<file path="config.mk">
export PLATFORM = sky130hd
export DESIGN_NAME = decode_stage
export DESIGN_NICKNAME = d
export VERILOG_FILES = /design/src/hw/rv_decode_pkg.sv /design/src/hw/inst_decoder.sv /design/src/hw/operand_forward.sv /design/src/hw/branch_unit.sv /design/src/hw/issue_reg.sv /design/src/hw/decode_stage.sv
export SDC_FILE = /design/constraint.sdc
export NUM_CORES = 1
export LEC_CHECK = 0
export BUFFER_PORTS_ARGS = -buffer_cell sky130_fd_sc_hd__buf_4
export CORE_MARGIN = 2
export CORE_UTILIZATION = 52
export CTS_CLUSTER_DIAMETER = 30
export DETAILED_ROUTE_END_ITERATION = 16
export GPL_TIMING_DRIVEN = 0
export HOLD_SLACK_MARGIN = 0.12
export PLACE_DENSITY_LB_ADDON = 0.15
export SLEW_MARGIN = 20
export SYNTH_ARGS = -nofsm -noshare
export SYNTH_HDL_FRONTEND = slang
export SYNTH_HIERARCHICAL = 1
export SYNTH_SLANG_ARGS = --single-unit
export TNS_END_PERCENT = 20
</file>
<file path="constraint.sdc">
create_clock -name clk -period 10.47 [get_ports clk]
set_clock_uncertainty 0.05 [all_clocks]
set_input_delay 2.6175 -clock clk [delete_from_list [all_inputs] [get_ports clk]]
set_output_delay 2.6175 -clock clk [all_outputs]
set_load 0.05 [all_outputs]
</file>
<file path="src/hw/rv_decode_pkg.sv">
package rv_decode_pkg;

    localparam int XLEN       = 32;
    localparam int INST_W     = 32;
    localparam int REG_ADDR_W = 5;
    localparam int NUM_SRC    = 2;
    localparam int OP_W       = 4;

    // major opcodes, inst[6:0]
    localparam logic [6:0] OPC_OP     = 7'b0110011;
    localparam logic [6:0] OPC_OP_IMM = 7'b0010011;
    localparam logic [6:0] OPC_LUI    = 7'b0110111;
    localparam logic [6:0] OPC_AUIPC  = 7'b0010111;
    localparam logic [6:0] OPC_LOAD   = 7'b0000011;
    localparam logic [6:0] OPC_STORE  = 7'b0100011;
    localparam logic [6:0] OPC_JAL    = 7'b1101111;
    localparam logic [6:0] OPC_JALR   = 7'b1100111;
    localparam logic [6:0] OPC_BRANCH = 7'b1100011;

    localparam logic [6:0] F7_BASE = 7'b0000000;
    localparam logic [6:0] F7_ALT  = 7'b0100000; // sub, sra, srai

    // branch compares, funct3
    localparam logic [2:0] F3_BEQ  = 3'b000;
    localparam logic [2:0] F3_BNE  = 3'b001;
    localparam logic [2:0] F3_BLT  = 3'b100;
    localparam logic [2:0] F3_BGE  = 3'b101;
    localparam logic [2:0] F3_BLTU = 3'b110;
    localparam logic [2:0] F3_BGEU = 3'b111;

    // op field for the U and J classes
    localparam logic [OP_W-1:0] OP_LUI   = 4'd0;
    localparam logic [OP_W-1:0] OP_AUIPC = 4'd1;
    localparam logic [OP_W-1:0] OP_JAL   = 4'd0;
    localparam logic [OP_W-1:0] OP_JALR  = 4'd1;

    typedef enum logic [2:0] {
        CLS_NONE,
        CLS_R,
        CLS_I,
        CLS_U,
        CLS_L,
        CLS_S,
        CLS_J,
        CLS_B
    } inst_class_e;

    typedef enum logic [3:0] {
        ADD, SUB, SLL, SLT, SLTU,
        XOR, SRL, SRA, OR, AND
    } alu_op_e;

endpackage

</file>
<file path="src/hw/inst_decoder.sv">
module inst_decoder
    import rv_decode_pkg::*;
(
    input  logic                                inst_valid_i,
    input  logic [INST_W-1:0]                   inst_i,
    output inst_class_e                         class_o,
    output logic [OP_W-1:0]                     op_o,
    output logic [NUM_SRC-1:0][REG_ADDR_W-1:0]  rs_addr_o,
    output logic [NUM_SRC-1:0]                  rs_re_o,
    output logic [REG_ADDR_W-1:0]               rd_addr_o,
    output logic                                rd_we_o,
    output logic [XLEN-1:0]                     imm_o
);

    logic [6:0] opcode;
    logic [2:0] funct3;
    logic [6:0] funct7;
    logic       f7_free;    // funct7 is immediate bits here
    logic       f7_ok;

    alu_op_e         alu_op;
    logic            alu_ok;
    inst_class_e     cls;
    logic [OP_W-1:0] op;
    logic            is_jalr;

    logic [XLEN-1:0] imm_i_type;
    logic [XLEN-1:0] imm_s_type;
    logic [XLEN-1:0] imm_b_type;
    logic [XLEN-1:0] imm_j_type;
    logic [XLEN-1:0] imm_u_type;

    assign opcode  = inst_i[6:0];
    assign funct3  = inst_i[14:12];
    assign funct7  = inst_i[31:25];
    assign f7_free = (opcode == OPC_OP_IMM);
    assign f7_ok   = f7_free || (funct7 == F7_BASE);

    assign imm_i_type = {{(XLEN-12){inst_i[31]}}, inst_i[31:20]};
    assign imm_s_type = {{(XLEN-12){inst_i[31]}}, inst_i[31:25], inst_i[11:7]};
    assign imm_b_type = {{(XLEN-13){inst_i[31]}}, inst_i[31], inst_i[7],
                         inst_i[30:25], inst_i[11:8], 1'b0};
    assign imm_j_type = {{(XLEN-21){inst_i[31]}}, inst_i[31], inst_i[19:12],
                         inst_i[20], inst_i[30:21], 1'b0};
    assign imm_u_type = {inst_i[31:12], {(XLEN-20){1'b0}}};

    // alu op shared by R and I arithmetic
    always_comb begin
        alu_op = ADD;
        alu_ok = 1'b0;
        case (funct3)
            3'b000: begin
                if (f7_ok) begin
                    alu_ok = 1'b1;
                end else if (funct7 == F7_ALT) begin
                    alu_op = SUB;
                    alu_ok = 1'b1;
                end
            end
            3'b001: begin
                alu_op = SLL;
                alu_ok = (funct7 == F7_BASE);   // slli too
            end
            3'b010: begin
                alu_op = SLT;
                alu_ok = f7_ok;
            end
            3'b011: begin
                alu_op = SLTU;
                alu_ok = f7_ok;
            end
            3'b100: begin
                alu_op = XOR;
                alu_ok = f7_ok;
            end
            3'b101: begin
                alu_op = (funct7 == F7_ALT) ? SRA : SRL;
                alu_ok = (funct7 == F7_BASE) || (funct7 == F7_ALT);
            end
            3'b110: begin
                alu_op = OR;
                alu_ok = f7_ok;
            end
            default: begin
                alu_op = AND;
                alu_ok = f7_ok;
            end
        endcase
    end

    always_comb begin
        cls     = CLS_NONE;
        op      = '0;
        is_jalr = 1'b0;
        case (opcode)
            OPC_OP: begin
                if (alu_ok) begin
                    cls = CLS_R;
                    op  = alu_op;
                end
            end
            OPC_OP_IMM: begin
                if (alu_ok) begin
                    cls = CLS_I;
                    op  = alu_op;
                end
            end
            OPC_LUI: begin
                cls = CLS_U;
                op  = OP_LUI;
            end
            OPC_AUIPC: begin
                cls = CLS_U;
                op  = OP_AUIPC;
            end
            OPC_LOAD: begin
                if (funct3 != 3'b011 && funct3[2:1] != 2'b11) begin  // lb lh lw lbu lhu
                    cls = CLS_L;
                    op  = {1'b0, funct3};
                end
            end
            OPC_STORE: begin
                if (funct3 <= 3'b010) begin
                    cls = CLS_S;
                    op  = {1'b0, funct3};
                end
            end
            OPC_JAL: begin
                cls = CLS_J;
                op  = OP_JAL;
            end
            OPC_JALR: begin
                if (funct3 == 3'b000) begin
                    cls     = CLS_J;
                    op      = OP_JALR;
                    is_jalr = 1'b1;
                end
            end
            OPC_BRANCH: begin
                if (funct3[2:1] != 2'b01) begin
                    cls = CLS_B;
                    op  = {1'b0, funct3};
                end
            end
            default: ;
        endcase
    end

    always_comb begin
        class_o   = CLS_NONE;
        op_o      = '0;
        rs_addr_o = '0;
        rs_re_o   = '0;
        rd_addr_o = '0;
        rd_we_o   = 1'b0;
        imm_o     = '0;
        if (inst_valid_i) begin
            class_o      = cls;
            op_o         = op;
            rs_addr_o[0] = inst_i[19:15];
            rs_addr_o[1] = inst_i[24:20];
            rs_re_o[0]   = (cls inside {CLS_R, CLS_I, CLS_L, CLS_S, CLS_B}) || is_jalr;
            rs_re_o[1]   = cls inside {CLS_R, CLS_S, CLS_B};
            rd_we_o      = cls inside {CLS_R, CLS_I, CLS_U, CLS_J};
            rd_addr_o    = (cls inside {CLS_S, CLS_B}) ? '0 : inst_i[11:7];
            case (cls)
                CLS_I, CLS_L: imm_o = imm_i_type;
                CLS_S:        imm_o = imm_s_type;
                CLS_B:        imm_o = imm_b_type;
                CLS_U:        imm_o = imm_u_type;
                CLS_J:        imm_o = is_jalr ? imm_i_type : imm_j_type;
                default:      imm_o = '0;
            endcase
        end
    end

endmodule

</file>
<file path="src/hw/operand_forward.sv">
module operand_forward
    import rv_decode_pkg::*;
(
    input  logic [REG_ADDR_W-1:0] src_addr_i,
    input  logic                  src_re_i,
    input  logic [XLEN-1:0]       rf_data_i,
    input  logic                  ex_rd_we_i,
    input  logic [REG_ADDR_W-1:0] ex_rd_addr_i,
    input  logic [XLEN-1:0]       ex_rd_data_i,
    input  logic                  ex_load_i,
    input  logic                  ls_rd_we_i,
    input  logic [REG_ADDR_W-1:0] ls_rd_addr_i,
    input  logic [XLEN-1:0]       ls_rd_data_i,
    output logic [XLEN-1:0]       src_data_o,
    output logic                  hazard_o
);

    logic src_zero;
    logic ex_match;
    logic ex_hit;
    logic ls_hit;

    assign src_zero = (src_addr_i == '0);
    assign ex_match = (src_addr_i == ex_rd_addr_i);
    assign ex_hit   = ex_rd_we_i && ex_match;
    assign ls_hit   = ls_rd_we_i && (src_addr_i == ls_rd_addr_i);

    always_comb begin
        if (src_zero)      src_data_o = rf_data_i;      // x0 never forwarded
        else if (ex_hit)   src_data_o = ex_rd_data_i;   // youngest result first
        else if (ls_hit)   src_data_o = ls_rd_data_i;
        else               src_data_o = rf_data_i;
    end

    // load in execute has no data yet
    assign hazard_o = src_re_i && !src_zero && ex_match && ex_load_i;

endmodule

</file>
<file path="src/hw/branch_unit.sv">
module branch_unit
    import rv_decode_pkg::*;
(
    input  inst_class_e     class_i,
    input  logic [OP_W-1:0] op_i,
    input  logic [XLEN-1:0] pc_i,
    input  logic [XLEN-1:0] imm_i,
    input  logic [XLEN-1:0] rs1_data_i,
    input  logic [XLEN-1:0] rs2_data_i,
    input  logic            stall_i,
    output logic            jump_req_o,
    output logic [XLEN-1:0] jump_pc_o
);

    logic            is_branch;
    logic            is_jal;
    logic            is_jalr;
    logic            taken;
    logic            jump;
    logic [XLEN-1:0] pc_target;
    logic [XLEN-1:0] reg_sum;

    assign is_branch = (class_i == CLS_B);
    assign is_jal    = (class_i == CLS_J) && (op_i == OP_JAL);
    assign is_jalr   = (class_i == CLS_J) && (op_i == OP_JALR);

    always_comb begin
        case (op_i)
            {1'b0, F3_BEQ}:  taken = (rs1_data_i == rs2_data_i);
            {1'b0, F3_BNE}:  taken = (rs1_data_i != rs2_data_i);
            {1'b0, F3_BLT}:  taken = ($signed(rs1_data_i) < $signed(rs2_data_i));
            {1'b0, F3_BGE}:  taken = ($signed(rs1_data_i) >= $signed(rs2_data_i));
            {1'b0, F3_BLTU}: taken = (rs1_data_i < rs2_data_i);
            {1'b0, F3_BGEU}: taken = (rs1_data_i >= rs2_data_i);
            default:         taken = 1'b0;
        endcase
    end

    assign pc_target = pc_i + imm_i;    // jal and branches
    assign reg_sum   = rs1_data_i + imm_i;

    assign jump       = (is_branch && taken) || is_jal || is_jalr;
    assign jump_req_o = jump && !stall_i;   // operands not ready yet

    always_comb begin
        if (!jump_req_o) jump_pc_o = '0;
        else if (is_jalr) jump_pc_o = {reg_sum[XLEN-1:1], 1'b0};
        else              jump_pc_o = pc_target;
    end

endmodule

</file>
<file path="src/hw/issue_reg.sv">
module issue_reg
    import rv_decode_pkg::*;
(
    input  logic                  clk,
    input  logic                  rst_n_i,
    input  logic                  inst_valid_i,
    input  logic                  stall_i,
    input  logic [XLEN-1:0]       pc_i,
    input  inst_class_e           class_i,
    input  logic [OP_W-1:0]       op_i,
    input  logic [REG_ADDR_W-1:0] rd_addr_i,
    input  logic                  rd_we_i,
    input  logic [XLEN-1:0]       imm_i,
    input  logic [XLEN-1:0]       rs1_data_i,
    input  logic [XLEN-1:0]       rs2_data_i,
    output logic                  iss_valid_o,
    output logic [XLEN-1:0]       iss_pc_o,
    output inst_class_e           iss_class_o,
    output logic [OP_W-1:0]       iss_op_o,
    output logic [REG_ADDR_W-1:0] iss_rd_addr_o,
    output logic                  iss_rd_we_o,
    output logic [XLEN-1:0]       iss_op1_o,
    output logic [XLEN-1:0]       iss_op2_o,
    output logic [XLEN-1:0]       iss_imm_o
);

    logic            issue;
    logic [XLEN-1:0] op1;
    logic [XLEN-1:0] op2;

    assign issue = inst_valid_i && !stall_i;
    assign op1   = (class_i inside {CLS_R, CLS_I, CLS_L, CLS_S}) ? rs1_data_i : '0;
    assign op2   = (class_i inside {CLS_R, CLS_S}) ? rs2_data_i : '0;

    always_ff @(posedge clk or negedge rst_n_i) begin
        if (!rst_n_i) begin
            iss_valid_o   <= 1'b0;
            iss_class_o   <= CLS_NONE;
            iss_op_o      <= '0;
            iss_rd_addr_o <= '0;
            iss_rd_we_o   <= 1'b0;
        end else if (issue) begin
            iss_valid_o   <= 1'b1;
            iss_class_o   <= class_i;
            iss_op_o      <= op_i;
            iss_rd_addr_o <= rd_addr_i;
            iss_rd_we_o   <= rd_we_i;
        end else begin      // bubble
            iss_valid_o   <= 1'b0;
            iss_class_o   <= CLS_NONE;
            iss_op_o      <= '0;
            iss_rd_addr_o <= '0;
            iss_rd_we_o   <= 1'b0;
        end
    end

    always_ff @(posedge clk) begin
        iss_pc_o  <= pc_i;
        iss_op1_o <= op1;
        iss_op2_o <= op2;
        iss_imm_o <= imm_i;
    end

endmodule

</file>
<file path="src/hw/decode_stage.sv">
module decode_stage
    import rv_decode_pkg::*;
(
    input  logic                                clk,
    input  logic                                rst_n_i,
    // fetch
    input  logic                                inst_valid_i,
    input  logic [XLEN-1:0]                     pc_i,
    input  logic [INST_W-1:0]                   inst_i,
    // register file
    output logic [NUM_SRC-1:0][REG_ADDR_W-1:0]  rs_addr_o,
    input  logic [NUM_SRC-1:0][XLEN-1:0]        rs_data_i,
    // execute
    input  logic                                ex_rd_we_i,
    input  logic [REG_ADDR_W-1:0]               ex_rd_addr_i,
    input  logic [XLEN-1:0]                     ex_rd_data_i,
    input  logic                                ex_load_i,
    // load/store
    input  logic                                ls_rd_we_i,
    input  logic [REG_ADDR_W-1:0]               ls_rd_addr_i,
    input  logic [XLEN-1:0]                     ls_rd_data_i,
    // back to fetch
    output logic                                stall_req_o,
    output logic                                jump_req_o,
    output logic [XLEN-1:0]                     jump_pc_o,
    // issue to execute
    output logic                                iss_valid_o,
    output logic [XLEN-1:0]                     iss_pc_o,
    output inst_class_e                         iss_class_o,
    output logic [OP_W-1:0]                     iss_op_o,
    output logic [REG_ADDR_W-1:0]               iss_rd_addr_o,
    output logic                                iss_rd_we_o,
    output logic [XLEN-1:0]                     iss_op1_o,
    output logic [XLEN-1:0]                     iss_op2_o,
    output logic [XLEN-1:0]                     iss_imm_o
);

    inst_class_e                         dec_class;
    logic [OP_W-1:0]                     dec_op;
    logic [NUM_SRC-1:0][REG_ADDR_W-1:0]  rs_addr;
    logic [NUM_SRC-1:0]                  rs_re;
    logic [REG_ADDR_W-1:0]               dec_rd_addr;
    logic                                dec_rd_we;
    logic [XLEN-1:0]                     dec_imm;
    logic [NUM_SRC-1:0][XLEN-1:0]        fwd_data;
    logic [NUM_SRC-1:0]                  hazard;

    inst_decoder u_dec (
        .inst_valid_i (inst_valid_i),
        .inst_i       (inst_i),
        .class_o      (dec_class),
        .op_o         (dec_op),
        .rs_addr_o    (rs_addr),
        .rs_re_o      (rs_re),
        .rd_addr_o    (dec_rd_addr),
        .rd_we_o      (dec_rd_we),
        .imm_o        (dec_imm)
    );

    assign rs_addr_o = rs_addr;

    for (genvar i = 0; i < NUM_SRC; i++) begin : g_src
        operand_forward u_fwd (
            .src_addr_i   (rs_addr[i]),
            .src_re_i     (rs_re[i]),
            .rf_data_i    (rs_data_i[i]),
            .ex_rd_we_i   (ex_rd_we_i),
            .ex_rd_addr_i (ex_rd_addr_i),
            .ex_rd_data_i (ex_rd_data_i),
            .ex_load_i    (ex_load_i),
            .ls_rd_we_i   (ls_rd_we_i),
            .ls_rd_addr_i (ls_rd_addr_i),
            .ls_rd_data_i (ls_rd_data_i),
            .src_data_o   (fwd_data[i]),
            .hazard_o     (hazard[i])
        );
    end

    assign stall_req_o = |hazard;   // either source waits on a load

    branch_unit u_br (
        .class_i    (dec_class),
        .op_i       (dec_op),
        .pc_i       (pc_i),
        .imm_i      (dec_imm),
        .rs1_data_i (fwd_data[0]),
        .rs2_data_i (fwd_data[1]),
        .stall_i    (stall_req_o),
        .jump_req_o (jump_req_o),
        .jump_pc_o  (jump_pc_o)
    );

    issue_reg u_iss (
        .clk           (clk),
        .rst_n_i       (rst_n_i),
        .inst_valid_i  (inst_valid_i),
        .stall_i       (stall_req_o),
        .pc_i          (pc_i),
        .class_i       (dec_class),
        .op_i          (dec_op),
        .rd_addr_i     (dec_rd_addr),
        .rd_we_i       (dec_rd_we),
        .imm_i         (dec_imm),
        .rs1_data_i    (fwd_data[0]),
        .rs2_data_i    (fwd_data[1]),
        .iss_valid_o   (iss_valid_o),
        .iss_pc_o      (iss_pc_o),
        .iss_class_o   (iss_class_o),
        .iss_op_o      (iss_op_o),
        .iss_rd_addr_o (iss_rd_addr_o),
        .iss_rd_we_o   (iss_rd_we_o),
        .iss_op1_o     (iss_op1_o),
        .iss_op2_o     (iss_op2_o),
        .iss_imm_o     (iss_imm_o)
    );

endmodule

</file>
=== Yosys cells after proc, flatten, opt, wreduce, memory -nomap -nowiden ===
Index checks and enable logic that the tools add are counted.
Widths: inputs -> output; s select.

* Register bits after elaboration: 142
* Bits of input ports: 208
* Output and inout bits: 186
* Logic and storage cells: 144

* Add/sub/neg operators: 2
* Order comparisons: 5
* Equality and inequality tests: 43
* Muxes and demuxes: 46
* Reduce and logical (&&, ||, !) cells: 39

{| class="wikitable"
|+ Operator list
! operator !! count
|-
| $mux 32 || 9
|-
| $pmux 32 s5 || 1
|-
| $add 32x32->32 || 2
|-
| $ge 32x32->1 || 2
|-
| $lt 32x32->1 || 2
|-
| $eq 3x3->1 const B || 11
|-
| $eq 32x32->1 || 1
|-
| $ne 32x32->1 || 1
|-
| $eq 7x6->1 const B || 4
|-
| $pmux 4 s7 || 1
|-
| $mux 3 || 9
|-
| $pmux 3 s8 || 1
|-
| $pmux 4 s6 || 1
|-
| $eq 7x7->1 const B || 3
|-
| $eq 5x5->1 || 4
|-
| $mux 20 || 1
|-
| $eq 4x3->1 const B || 4
|-
| $logic_and 1x1->1 || 16
|-
| $mux 4 || 4
|-
| $eq 3x2->1 const B || 5
|-
| $mux 5 || 3
|-
| $eq 7x5->1 const B || 2
|-
| $mux 1 || 11
|-
| $logic_not 5->1 || 2
|-
| other kinds (21) || 35
|}

=== Logic depth before layout (Yosys ltp) ===
Gate-level depths: netlist of run 1.

* Depth in word-level cells: 17
* Depth in mapped cells: 22
* Gate-level depth less buffers: 17

=== Cells and area by module ===
The synthesis of run 1 kept the hierarchy.

{| class="wikitable"
|+ By module, submodules not included
! module !! times used !! cells each !! area an instance (um^2) !! seq. area each (um^2)
|-
| branch_unit || 1 || 649 || 4520.6 || 0.0
|-
| issue_reg || 1 || 233 || 3483.3 || 2912.8
|-
| operand_forward || 2 || 169 || 1209.9 || 0.0
|-
| inst_decoder || 1 || 183 || 1102.3 || 0.0
|-
| decode_stage || 1 || 1 || 6.3 || 0.0
|}

=== Least setup slack after synthesis of run 1 ===
OpenSTA, ideal clock, no wires.

* Kind: input port to output port
* Start point: in inst_valid_i
* End point: out jump_pc_o[31]
* Data arrival time: 8.328 ns
* Required time: 7.803 ns
* Slack: -0.525 ns
* Stages on the path: 20
* Buffers on the path: 4
* Path through: clkbuf_1 -> clkbuf_1 -> and2_1 -> xor2_1 -> nor3_1 -> and3_4 -> buf_6 -> buf_6 -> mux2i_1 -> o2bb2ai_2 -> ha_1 -> nor2b_1 -> o211ai_1 -> a21oi_1 -> o311a_1 -> nor4b_4 -> xnor2_1 -> a21oi_1 -> o32a_2 -> nor4_1

{| class="wikitable"
|+ RTL lines
! item !! line !! RTL
|-
| start, declared || decode_stage.sv:7 || <nowiki>input logic inst_valid_i,</nowiki>
|-
| end, declared || decode_stage.sv:25 || <nowiki>output logic [XLEN-1:0] jump_pc_o,</nowiki>
|}

==> results.sh, run 1 <==
export IMPL_outcome="finished, final reports clean"
export IMPL_fp_dieH_um=153
export IMPL_synth_warnings=6
export IMPL_syn_num_nets=1707
export IMPL_area_delta_synth_final_pct=36.2
export IMPL_drt_wl_total_um=47400
export IMPL_cp_data_arrival_time_ns=7.66
export IMPL_combPwrFrac_pct=25.8
export IMPL_die_w_um=153
export IMPL_fp_coreArea_um2=21800
export IMPL_ir_drop_mv=0.0982
export IMPL_wl_per_cell_um=22.4
export IMPL_routed_top_layer="met5"
export IMPL_synth_seq_cells=142
export IMPL_p_int_mw=1.06
export IMPL_fp_dieArea_um2=23400
export IMPL_relSlewSlack_pct=27.4
export IMPL_vias_per_cell=6.13
export IMPL_cts_buffers=17
export IMPL_cts_tree="yes"
export IMPL_synthFlopType="dfxtp_1"
export IMPL_vias=13000
export IMPL_fmax_mhz=96.9
export IMPL_cp_required_ns=7.80
export IMPL_clkTransAtPathRegs_ns=0.07
export IMPL_wl_met2_um=21700
export IMPL_cts_sink_count=142
export IMPL_hold_violations=0
export IMPL_rows=54
export IMPL_pwr_share_seq_pct=35.5
export IMPL_grt_ovfl_total=0
export IMPL_synth_edf_count=0
export IMPL_cp_end_kind="output port"
export IMPL_hp_class="in -> async"
export IMPL_power_per_cell_area_nw_per_um2=99.6
export IMPL_cts_root_buf="clkbuf_16"
export IMPL_setup_violations=0
export IMPL_wl_met1_um=18700
export IMPL_worst_path_max_fanout=12
export IMPL_ant_nets=0
export IMPL_p_total_mw=1.56
export IMPL_place_congestion=1.02
export IMPL_met3_length_um=4840
export IMPL_final_cells=2113
export IMPL_dp_cells=2077
export IMPL_drv_cap=0
export IMPL_start_util_pct=52.8
export IMPL_track_usage_pct=38.8
export IMPL_async_flop_share_pct=9.86
export IMPL_drc=0
export IMPL_drtIter0Drc=1360
export IMPL_p_sw_mw=0.507
export IMPL_grt_max_degree=17
export IMPL_cp_start_kind="input pin"
export IMPL_p_clk_share_pct=38.7
export IMPL_nets=2122
export IMPL_postCtsHoldBufs=0
export IMPL_htree_levels=4
export IMPL_synth_cells=1404
export IMPL_synthesis_area_um2=11500
export IMPL_rsz0062_at_grt="yes"
export IMPL_synth_cell_type_count=90
export IMPL_cts_buffer_depth=2
export IMPL_io_pins=394
export IMPL_worstMarginPinSlew_ns=1.08
export IMPL_portBuffers=392
export IMPL_drt_pass1_iter_count=9
export IMPL_min_period_ns=10.32
export IMPL_dp_final_hpwl_um=37500
export IMPL_grt_pass1_wl_um=71100
export IMPL_antenna_found_initial=2
export IMPL_setup_tns_final_ns=0
export IMPL_final_period_utilization_pct=98.6
export IMPL_synth_seq_area_share_pct=25.3
export IMPL_leakagePower_nw=7.29
export IMPL_crit_type="in -> out"
export IMPL_drive_gt1_share_pct=30.3
export IMPL_report_final_slew_viol_count=0
export IMPL_netSwitchingFraction_pct=32.4
export IMPL_first_global_vias=12200
export IMPL_synth_area_per_cell_um2=8.21
export IMPL_fill_cells=1755
[critical path: stages]
cell and delay, ns:
buf_4 0.16, clkbuf_2 0.20, and2_2 0.27, xor2_1 0.20
nor3_2 0.26, and3_4 0.23, buf_6 0.15, buf_6 0.19
mux2i_1 0.30, o2bb2ai_4 0.17, ha_1 0.35, a21o_1 0.20
nand3_1 0.08, a21oi_1 0.06, o31a_1 0.33, nor4b_4 0.42
xnor2_1 0.16, a21oi_1 0.08, o32a_2 0.45, buf_4 0.24
a31oi_1 0.25, buf_4 0.26
[sequential cells by signal, indices dropped and copies added, names as in the netlist]
name / flops
u_iss/iss_op_o: 4
u_iss/iss_pc_o: 32
u_iss/iss_op1_o: 32
u_iss/iss_rd_we_o: 1
u_iss/iss_class_o: 3
u_iss/iss_imm_o: 32
u_iss/iss_valid_o: 1
u_iss/iss_op2_o: 32
u_iss/iss_rd_addr_o: 5
[routing by layer]
metal	vias to the layer above	global-route usage, %
li1	5947	-
met1	6024	50.5
met2	832	61.9
met3	144	8.25
met4	4	17.4
met5	-	0
[power groups by stage]
stage	registers (mW)	clock network (mW)	logic, mW
after floorplan	0.606	0	0.183
after global placement	0.567	0	0.374
after detailed placement	0.567	0	0.380
after CTS	0.555	0.609	0.386
after global routing	0.556	0.631	0.429
final	0.555	0.606	0.404
[layout by cell type (no fill, tap or decap), types with 7 or more instances in the layout]
cell / synthesis / routed
o21ai_1: 6 / 7
a31oi_1: 19 / 18
and2_1: 64 / 56
buf_6: 19 / 19
and2_2: 1 / 7
buf_4: 7 / 403
o2bb2ai_1: 56 / 41
a21oi_1: 110 / 108
clkbuf_16: 0 / 18
nor3_1: 88 / 85
nand3_1: 18 / 18
buf_2: 7 / 8
xnor2_1: 32 / 32
inv_1: 48 / 48
o21ai_0: 35 / 34
o21a_1: 10 / 10
ha_1: 93 / 93
o2bb2ai_2: 8 / 18
clkbuf_1: 43 / 43
a21o_1: 31 / 31
o211ai_1: 9 / 9
nand2b_1: 13 / 13
xor2_1: 35 / 33
dfrtp_1: 14 / 14
and3_1: 55 / 55
or3_1: 8 / 8
mux2i_1: 70 / 69
nand4_1: 20 / 20
nor2b_1: 8 / 8
nor2_1: 74 / 71
dfxtp_1: 128 / 128
nand2_1: 156 / 156
[kinds of logic (layout without fill, tap and decap cells)]
kind of cell / count (synthesis) / in the layout / synth area share, %
xor+xnor: 67 / 67 / 5.09
mux: 70 / 70 / 6.08
other cells: 0 / 1 / 0
fa+ha+maj: 95 / 95 / 10.4
simple gates: 551 / 551 / 24.9
flops: 142 / 142 / 25.3
compound gates: 355 / 355 / 22.6
buf+inv: 124 / 552 / 5.58
[synth_stat cells (9+ instances only)]
library cell	instances	area, µm²
nand3_1	18	90.1
a21o_1	31	233
buf_6	19	214
nand2b_1	13	81.3
mux2i_1	70	701
o21a_1	10	75.1
and2_1	64	400
ha_1	93	1160
o211ai_1	9	67.6
nor3_1	88	440
o2bb2ai_1	56	490
nand4_1	20	125
a21oi_1	110	551
xnor2_1	32	280
inv_1	48	180
nand2_1	156	586
xor2_1	35	307
o21ai_0	35	175
and3_1	55	344
nor2_1	74	278
dfxtp_1	128	2560
clkbuf_1	43	161
a31oi_1	19	119
dfrtp_1	14	350
[per-stage QoR]
| step | worst slack [ns] | cell area (µm²) | hold slack [ns] | utilization [%] |
|---|---|---|---|---|
| detailed placement | -0.936 | 14800 | 2.42 | 68.0 |
| CTS | 0.00547 | 15500 | 1.97 | 71.0 |
| global route | -0.0111 | 15700 | 1.98 | 72.0 |
| floorplan | -0.137 | 11500 | 2.27 | - |
| finish | 0.147 | 15700 | 1.97 | 72.0 |
| global placement | -0.867 | 14800 | 2.42 | 68.0 |
[final timing paths]
kind | start | to | slack (ns) | cells past startpoint
min in group clk | pc_i[8] | u_iss/iss_pc_o[8] | 2.25 | 1
max | inst_valid_i | jump_pc_o[26] | 0.15 | 22
min | rst_n_i | u_iss/iss_op_o[2] | 1.97 | 1
max in group asynchronous | rst_n_i | u_iss/iss_op_o[3] | 8.23 | 1
[repair_timing]
item,CTS,global route
setup buffers,4,0
pin swaps,2,3
hold endpoints to repair,0,0
setup endpoints to repair,33,33
resized for setup,14,39
[layout make-up]
cell class	instances	area, µm²	area share, %
timing repair buffer	397	2980	19.0
multi-input combinational	1138	8250	52.5
buffer	75	462	2.94
inverter	48	180	1.15
tap	280	350	2.23
antenna	1	2.50	0.0159
sequential	142	2910	18.5
clock inverter	11	108	0.685
clock buffer	21	462	2.94
(Power assumes the default switching activity.)
==> run 2, diff against run 1 <==
CORE_UTILIZATION = 53   (was 52)
CTS_BUF_LIST = sky130_fd_sc_hd__clkbuf_8   (was not set)
==> run 2 against run 1 <==
Effect of this change:
- clock power down 17%
- critical endpoint unchanged
- fmax down 0.67%
- first-iteration DRC count grew 6.4%
- highest routed layer is now met4
- total power fell by 7.5%
- sequential share of layout area is 0.41 points higher
- clock-buffer cell count is 4 lower
- largest cell class unchanged
- combinational power shrank 3%
- critical path depth unchanged
- routed wire length shrank 3.3%
- hold slack got worse by 0.047 ns
- flip-flop and latch count stayed put
- non-clock buffer count down 1
==> results.sh, run 2 (synthesized netlist as in run 1, its figures left out) <==
export IMPL_area_delta_synth_final_pct=33.2
export IMPL_drt_wl_total_um=45900
export IMPL_outcome="finished, final reports clean"
export IMPL_crit_type="in -> out"
export IMPL_relSlewSlack_pct=29.0
export IMPL_place_congestion=0.998
export IMPL_ant_nets=0
export IMPL_cp_end_kind="output port"
export IMPL_track_usage_pct=38.2
export IMPL_start_util_pct=54.3
export IMPL_cp_start_kind="input pin"
export IMPL_fmax_mhz=96.2
export IMPL_clkTransAtPathRegs_ns=0.09
export IMPL_busiest_layer="met2"
export IMPL_vias_per_cell=6.12
export IMPL_nets=2121
export IMPL_dp_slack_ns=-0.784
export IMPL_setup_ws_ns=0.0771
export IMPL_postCtsHoldBufs=0
export IMPL_grtUsageMet2_pct=60.8
export IMPL_worstMarginPinSlew_ns=1.06
export IMPL_path_common_cell="buf_4"
export IMPL_drtIter0Drc=1447
export IMPL_cts_buffers=17
export IMPL_cts_buffer_depth=2
export IMPL_crit_chain="buf_4 -> clkbuf_2 -> and2_2 -> xor2_1 -> nor3_2 -> and3_4 -> buf_6 -> buf_6 -> mux2i_2 -> o2bb2ai_4 -> ha_1 -> nor2b_1 -> o211ai_1 -> a21oi_1 -> o311a_1 -> nor4b_4 -> xnor2_1 -> a21oi_1 -> o32a_2 -> buf_4 -> a31oi_1 -> buf_4"
export IMPL_ir_drop_mv=0.0784
export IMPL_leakagePower_nw=7.22
export IMPL_dp_cells=2071
export IMPL_min_period_ns=10.39
export IMPL_p_total_mw=1.45
export IMPL_mostFrequentLayoutCell="buf_4"
export IMPL_grt_ovfl_total=0
export IMPL_hp_class="in -> async"
export IMPL_drc=0
export IMPL_grt_max_degree=17
export IMPL_gr_usage_met3_pct=9.01
export IMPL_drt_pass1_iter_count=6
export IMPL_htree_levels=4
export IMPL_die_w_um=152
export IMPL_portBuffers=392
export IMPL_antenna_found_initial=1
export IMPL_drive_gt1_share_pct=29.2
export IMPL_dp_final_hpwl_um=37200
export IMPL_critPathMaxStageDelay_ns=0.46
export IMPL_cp_data_arrival_time_ns=7.73
export IMPL_cts_root_buf="clkbuf_8"
export IMPL_fp_dieArea_um2=23000
export IMPL_setup_violations=0
export IMPL_met1_usage_pct=48.7
export IMPL_worst_path_max_fanout=12
export IMPL_cp_required_ns=7.80
export IMPL_slowest_stage="o32a_2"
export IMPL_rows=53
export IMPL_first_global_vias=11900
export IMPL_io_pins=394
export IMPL_grt_pass1_wl_um=66600
export IMPL_vias=12900
export IMPL_cts_sink_count=142
export IMPL_final_period_utilization_pct=99.3
export IMPL_final_cell_mix="403 x buf_4, 156 x nand2_1, 128 x dfxtp_1"
export IMPL_report_final_slew_viol_count=0
export IMPL_power_per_cell_area_nw_per_um2=94.2
export IMPL_hold_violations=0
export IMPL_cts_tree="yes"
export IMPL_fp_dieH_um=152
export IMPL_wl_per_cell_um=21.8
export IMPL_drv_cap=0
export IMPL_final_cells=2107
export IMPL_fp_coreArea_um2=21200
## run 2: per-layer routing
layer / wire length (µm) / share of wire [%]
met1: 17900 / 39
met2: 20700 / 45
met3: 5000 / 11
met4: 2200 / 4.8
met5: 0 / 0
## run 2: path summary, 6_finish.rpt
| check | start | to | slack (ns) |
|---|---|---|---|
| worst max-delay path | inst_valid_i | jump_pc_o[26] | 0.08 |
| worst min-delay path | rst_n_i | u_iss/iss_class_o[1] | 1.93 |
| max in group asynchronous | rst_n_i | u_iss/iss_rd_addr_o[3] | 8.28 |
| min in group clk | pc_i[5] | u_iss/iss_pc_o[5] | 2.21 |
## run 2: worst max-delay path: cells and delay by family
family	cells	cell delay, ns
AO/OA/AOI/OAI	7	1.64
AND/OR/NAND/NOR	5	1.30
buffers and inverters	6	1.24
adder cells (fa/ha/maj)	1	0.32
XOR/XNOR	2	0.31
multiplexers	1	0.28
## run 2: final cells by class
class | count | area, µm²
tap | 275 | 344
clock buffer | 17 | 234
antenna | 1 | 2.50
inverter | 48 | 180
buffer | 75 | 462
fill | 1755 | 5850
timing repair buffer | 396 | 2970
multi-input combinational | 1138 | 8060
clock inverter | 15 | 196
sequential | 142 | 2910
## run 2: stage by stage
| step | hold slack (ns) | util, % | instance area, µm² | setup TNS, ns |
|---|---|---|---|---|
| finish | 1.93 | 72.4 | 15400 | 0 |
| global route | 1.93 | 72.4 | 15400 | -0.173 |
| CTS | 1.91 | 72.0 | 15300 | 0 |
| detailed placement | 2.42 | 69.9 | 14800 | -21.51 |
| global placement | 2.42 | 69.9 | 14800 | -17.91 |
| floorplan | 2.27 | - | 11500 | -0.209 |
## run 2: power by group
group / total (mW) / internal, mW / switching, mW
Combinational: 0.390 / 0.158 / 0.231
Clock: 0.503 / 0.260 / 0.243
Sequential: 0.554 / 0.551 / 0.00311
## run 2: what timing repair did
item / in CTS / in global routing
endpoints found under the setup margin: 33 / 33
pin swaps: 2 / 2
setup buffers: 3 / 1
endpoints found under the hold margin: 0 / 0
gates resized for setup: 8 / 17
==> run 3, diff against run 2 <==
TNS_END_PERCENT = 30   (was 20)
clock period = 10.6 ns   (was 10.47 ns; I/O delays follow)
==> run 3 against run 2 <==
Effect of this change:
- global-route usage barely moved
- total power fell by 1.4%
- sequential share of layout area barely moved
- clock power fell by 2%
- routed wire length fell by 0.29%
- die area did not move
- first-iteration DRC count rose by 0.48%
- largest cell class unchanged
- highest routed layer unchanged
==> results.sh, run 3 (synthesized netlist as in run 1, its figures left out) <==
export IMPL_ant_nets=0
export IMPL_io_pins=394
export IMPL_mostFrequentLayoutCell="buf_4"
export IMPL_post_dp_cell_area_um2=14800
export IMPL_combPwrFrac_pct=26.9
export IMPL_rsz0062_at_grt="no"
export IMPL_portBuffers=392
export IMPL_postCtsHoldBufs=0
export IMPL_cts_root_buf="clkbuf_8"
export IMPL_crit_family="compound AO/OA/AOI/OAI gates"
export IMPL_grt_max_degree=17
export IMPL_min_period_ns=10.44
export IMPL_fp_dieArea_um2=23000
export IMPL_first_global_vias=11900
export IMPL_cp_end_kind="output port"
export IMPL_relSlewSlack_pct=35.3
export IMPL_drt_wl_total_um=45700
export IMPL_cp_required_ns=7.90
export IMPL_die_w_um=152
export IMPL_grt_pass1_wl_um=66600
export IMPL_ir_drop_mv=0.0780
export IMPL_crit_type="in -> out"
export IMPL_final_util_pct=72.3
export IMPL_cts_buffer_depth=2
export IMPL_regArea_um2=2910
export IMPL_cts_tree="yes"
export IMPL_cp_data_arrival_time_ns=7.74
export IMPL_drc=0
export IMPL_p_int_mw=0.957
export IMPL_place_congestion=0.998
export IMPL_clkTransAtPathRegs_ns=0.09
export IMPL_cp_start_kind="input pin"
export IMPL_p_sw_mw=0.469
export IMPL_hp_class="in -> async"
export IMPL_outcome="finished, final reports clean"
export IMPL_vias_per_cell=6.11
export IMPL_drt_pass1_iter_count=6
export IMPL_worst_path_max_fanout=12
export IMPL_final_cells=2107
export IMPL_antenna_found_initial=1
export IMPL_rows=53
export IMPL_leakagePower_nw=7.21
export IMPL_drv_cap=0
export IMPL_drive_gt1_share_pct=29.1
export IMPL_area_delta_synth_final_pct=33.1
export IMPL_fin_area_um2=15300
export IMPL_critPathBufInv=6
export IMPL_dp_final_hpwl_um=37200
export IMPL_fp_dieH_um=152
export IMPL_critPathMaxStageDelay_ns=0.46
export IMPL_fill_cells=1757
export IMPL_grt_ovfl_total=0
export IMPL_cts_buffers=17
export IMPL_final_period_utilization_pct=98.5
export IMPL_multi_input_area_um2=8040
export IMPL_nets=2121
export IMPL_final_cell_mix="403 x buf_4, 156 x nand2_1, 128 x dfxtp_1"
export IMPL_drtIter0Drc=1454
export IMPL_power_per_cell_area_nw_per_um2=92.9
export IMPL_setup_tns_final_ns=0
export IMPL_setup_violations=0
export IMPL_wl_per_cell_um=21.7
export IMPL_cts_sink_count=142
export IMPL_dp_slack_ns=-0.719
export IMPL_start_util_pct=54.3
export IMPL_report_final_slew_viol_count=0
export IMPL_track_usage_pct=38.2
export IMPL_slowest_stage="o32a_2"
export IMPL_crit_chain="buf_4 -> clkbuf_2 -> and2_2 -> xor2_1 -> nor3_2 -> and3_4 -> buf_6 -> buf_6 -> mux2i_1 -> o2bb2ai_2 -> ha_1 -> nor2b_1 -> o211ai_1 -> a21oi_1 -> o311a_1 -> nor4b_4 -> xnor2_1 -> a21oi_1 -> o32a_2 -> buf_4 -> a21oi_1 -> buf_4"
export IMPL_htree_levels=4
export IMPL_netSwitchingFraction_pct=32.9
export IMPL_fp_coreArea_um2=21200
export IMPL_pwr_share_seq_pct=38.4
export IMPL_dp_cells=2071
export IMPL_fmax_mhz=95.7
export IMPL_vias=12900
export IMPL_worstMarginPinSlew_ns=0.968
export IMPL_setup_ws_ns=0.156
export IMPL_p_clk_share_pct=34.7
export IMPL_hold_violations=0
[run 3: cell counts in the layout (fill, tap and decap cells not counted)]
No cell type changed its count.
[run 3: power by group through the flow]
stage                     combinational, mW  sequential, mW  clock, mW
final                                 0.383           0.548      0.495
after global routing                  0.408           0.549      0.521
after CTS                             0.373           0.548      0.501
after detailed placement              0.370           0.560          0
after global placement                0.364           0.560          0
after floorplan                       0.181           0.598          0
[run 3: path summary, 6_finish.rpt]
path,from,to,cells after the start
max,inst_valid_i,jump_pc_o[22],22
min,rst_n_i,u_iss/iss_rd_addr_o[4],1
max in group asynchronous,rst_n_i,u_iss/iss_op_o[1],1
min in group clk,pc_i[2],u_iss/iss_pc_o[2],1
[run 3: cell type report]
class,count,area share (%)
Multi-Input combinational cell,1138,52.4
Timing Repair Buffer,396,19.4
Sequential cell,142,19.0
Buffer,75,3.02
Tap cell,275,2.24
Clock buffer,17,1.52
Clock inverter,15,1.28
Inverter,48,1.17
Antenna cell,1,0.0163
[run 3: metal layers]
| metal | GRT usage [%] | routed length [µm] |
|---|---|---|
| met1 | 48.7 | 17700 |
| met2 | 60.7 | 20700 |
| met3 | 9.10 | 5120 |
| met4 | 18.7 | 2170 |
| met5 | 0 | 0 |
[run 3: what timing repair did]
| item | CTS | global route |
|---|---|---|
| resized for setup | 5 | 19 |
| endpoints found under the setup margin | 33 | 33 |
| pin swaps | 2 | 1 |
| buffers inserted | 3 | 1 |
[run 3: per-stage QoR]
stage               hold slack [ns]  power, mW
detailed placement             2.45      0.930
floorplan                      2.30      0.779
global route                   1.96       1.48
global placement               2.45      0.924
finish                         1.96       1.43
CTS                            1.94       1.42
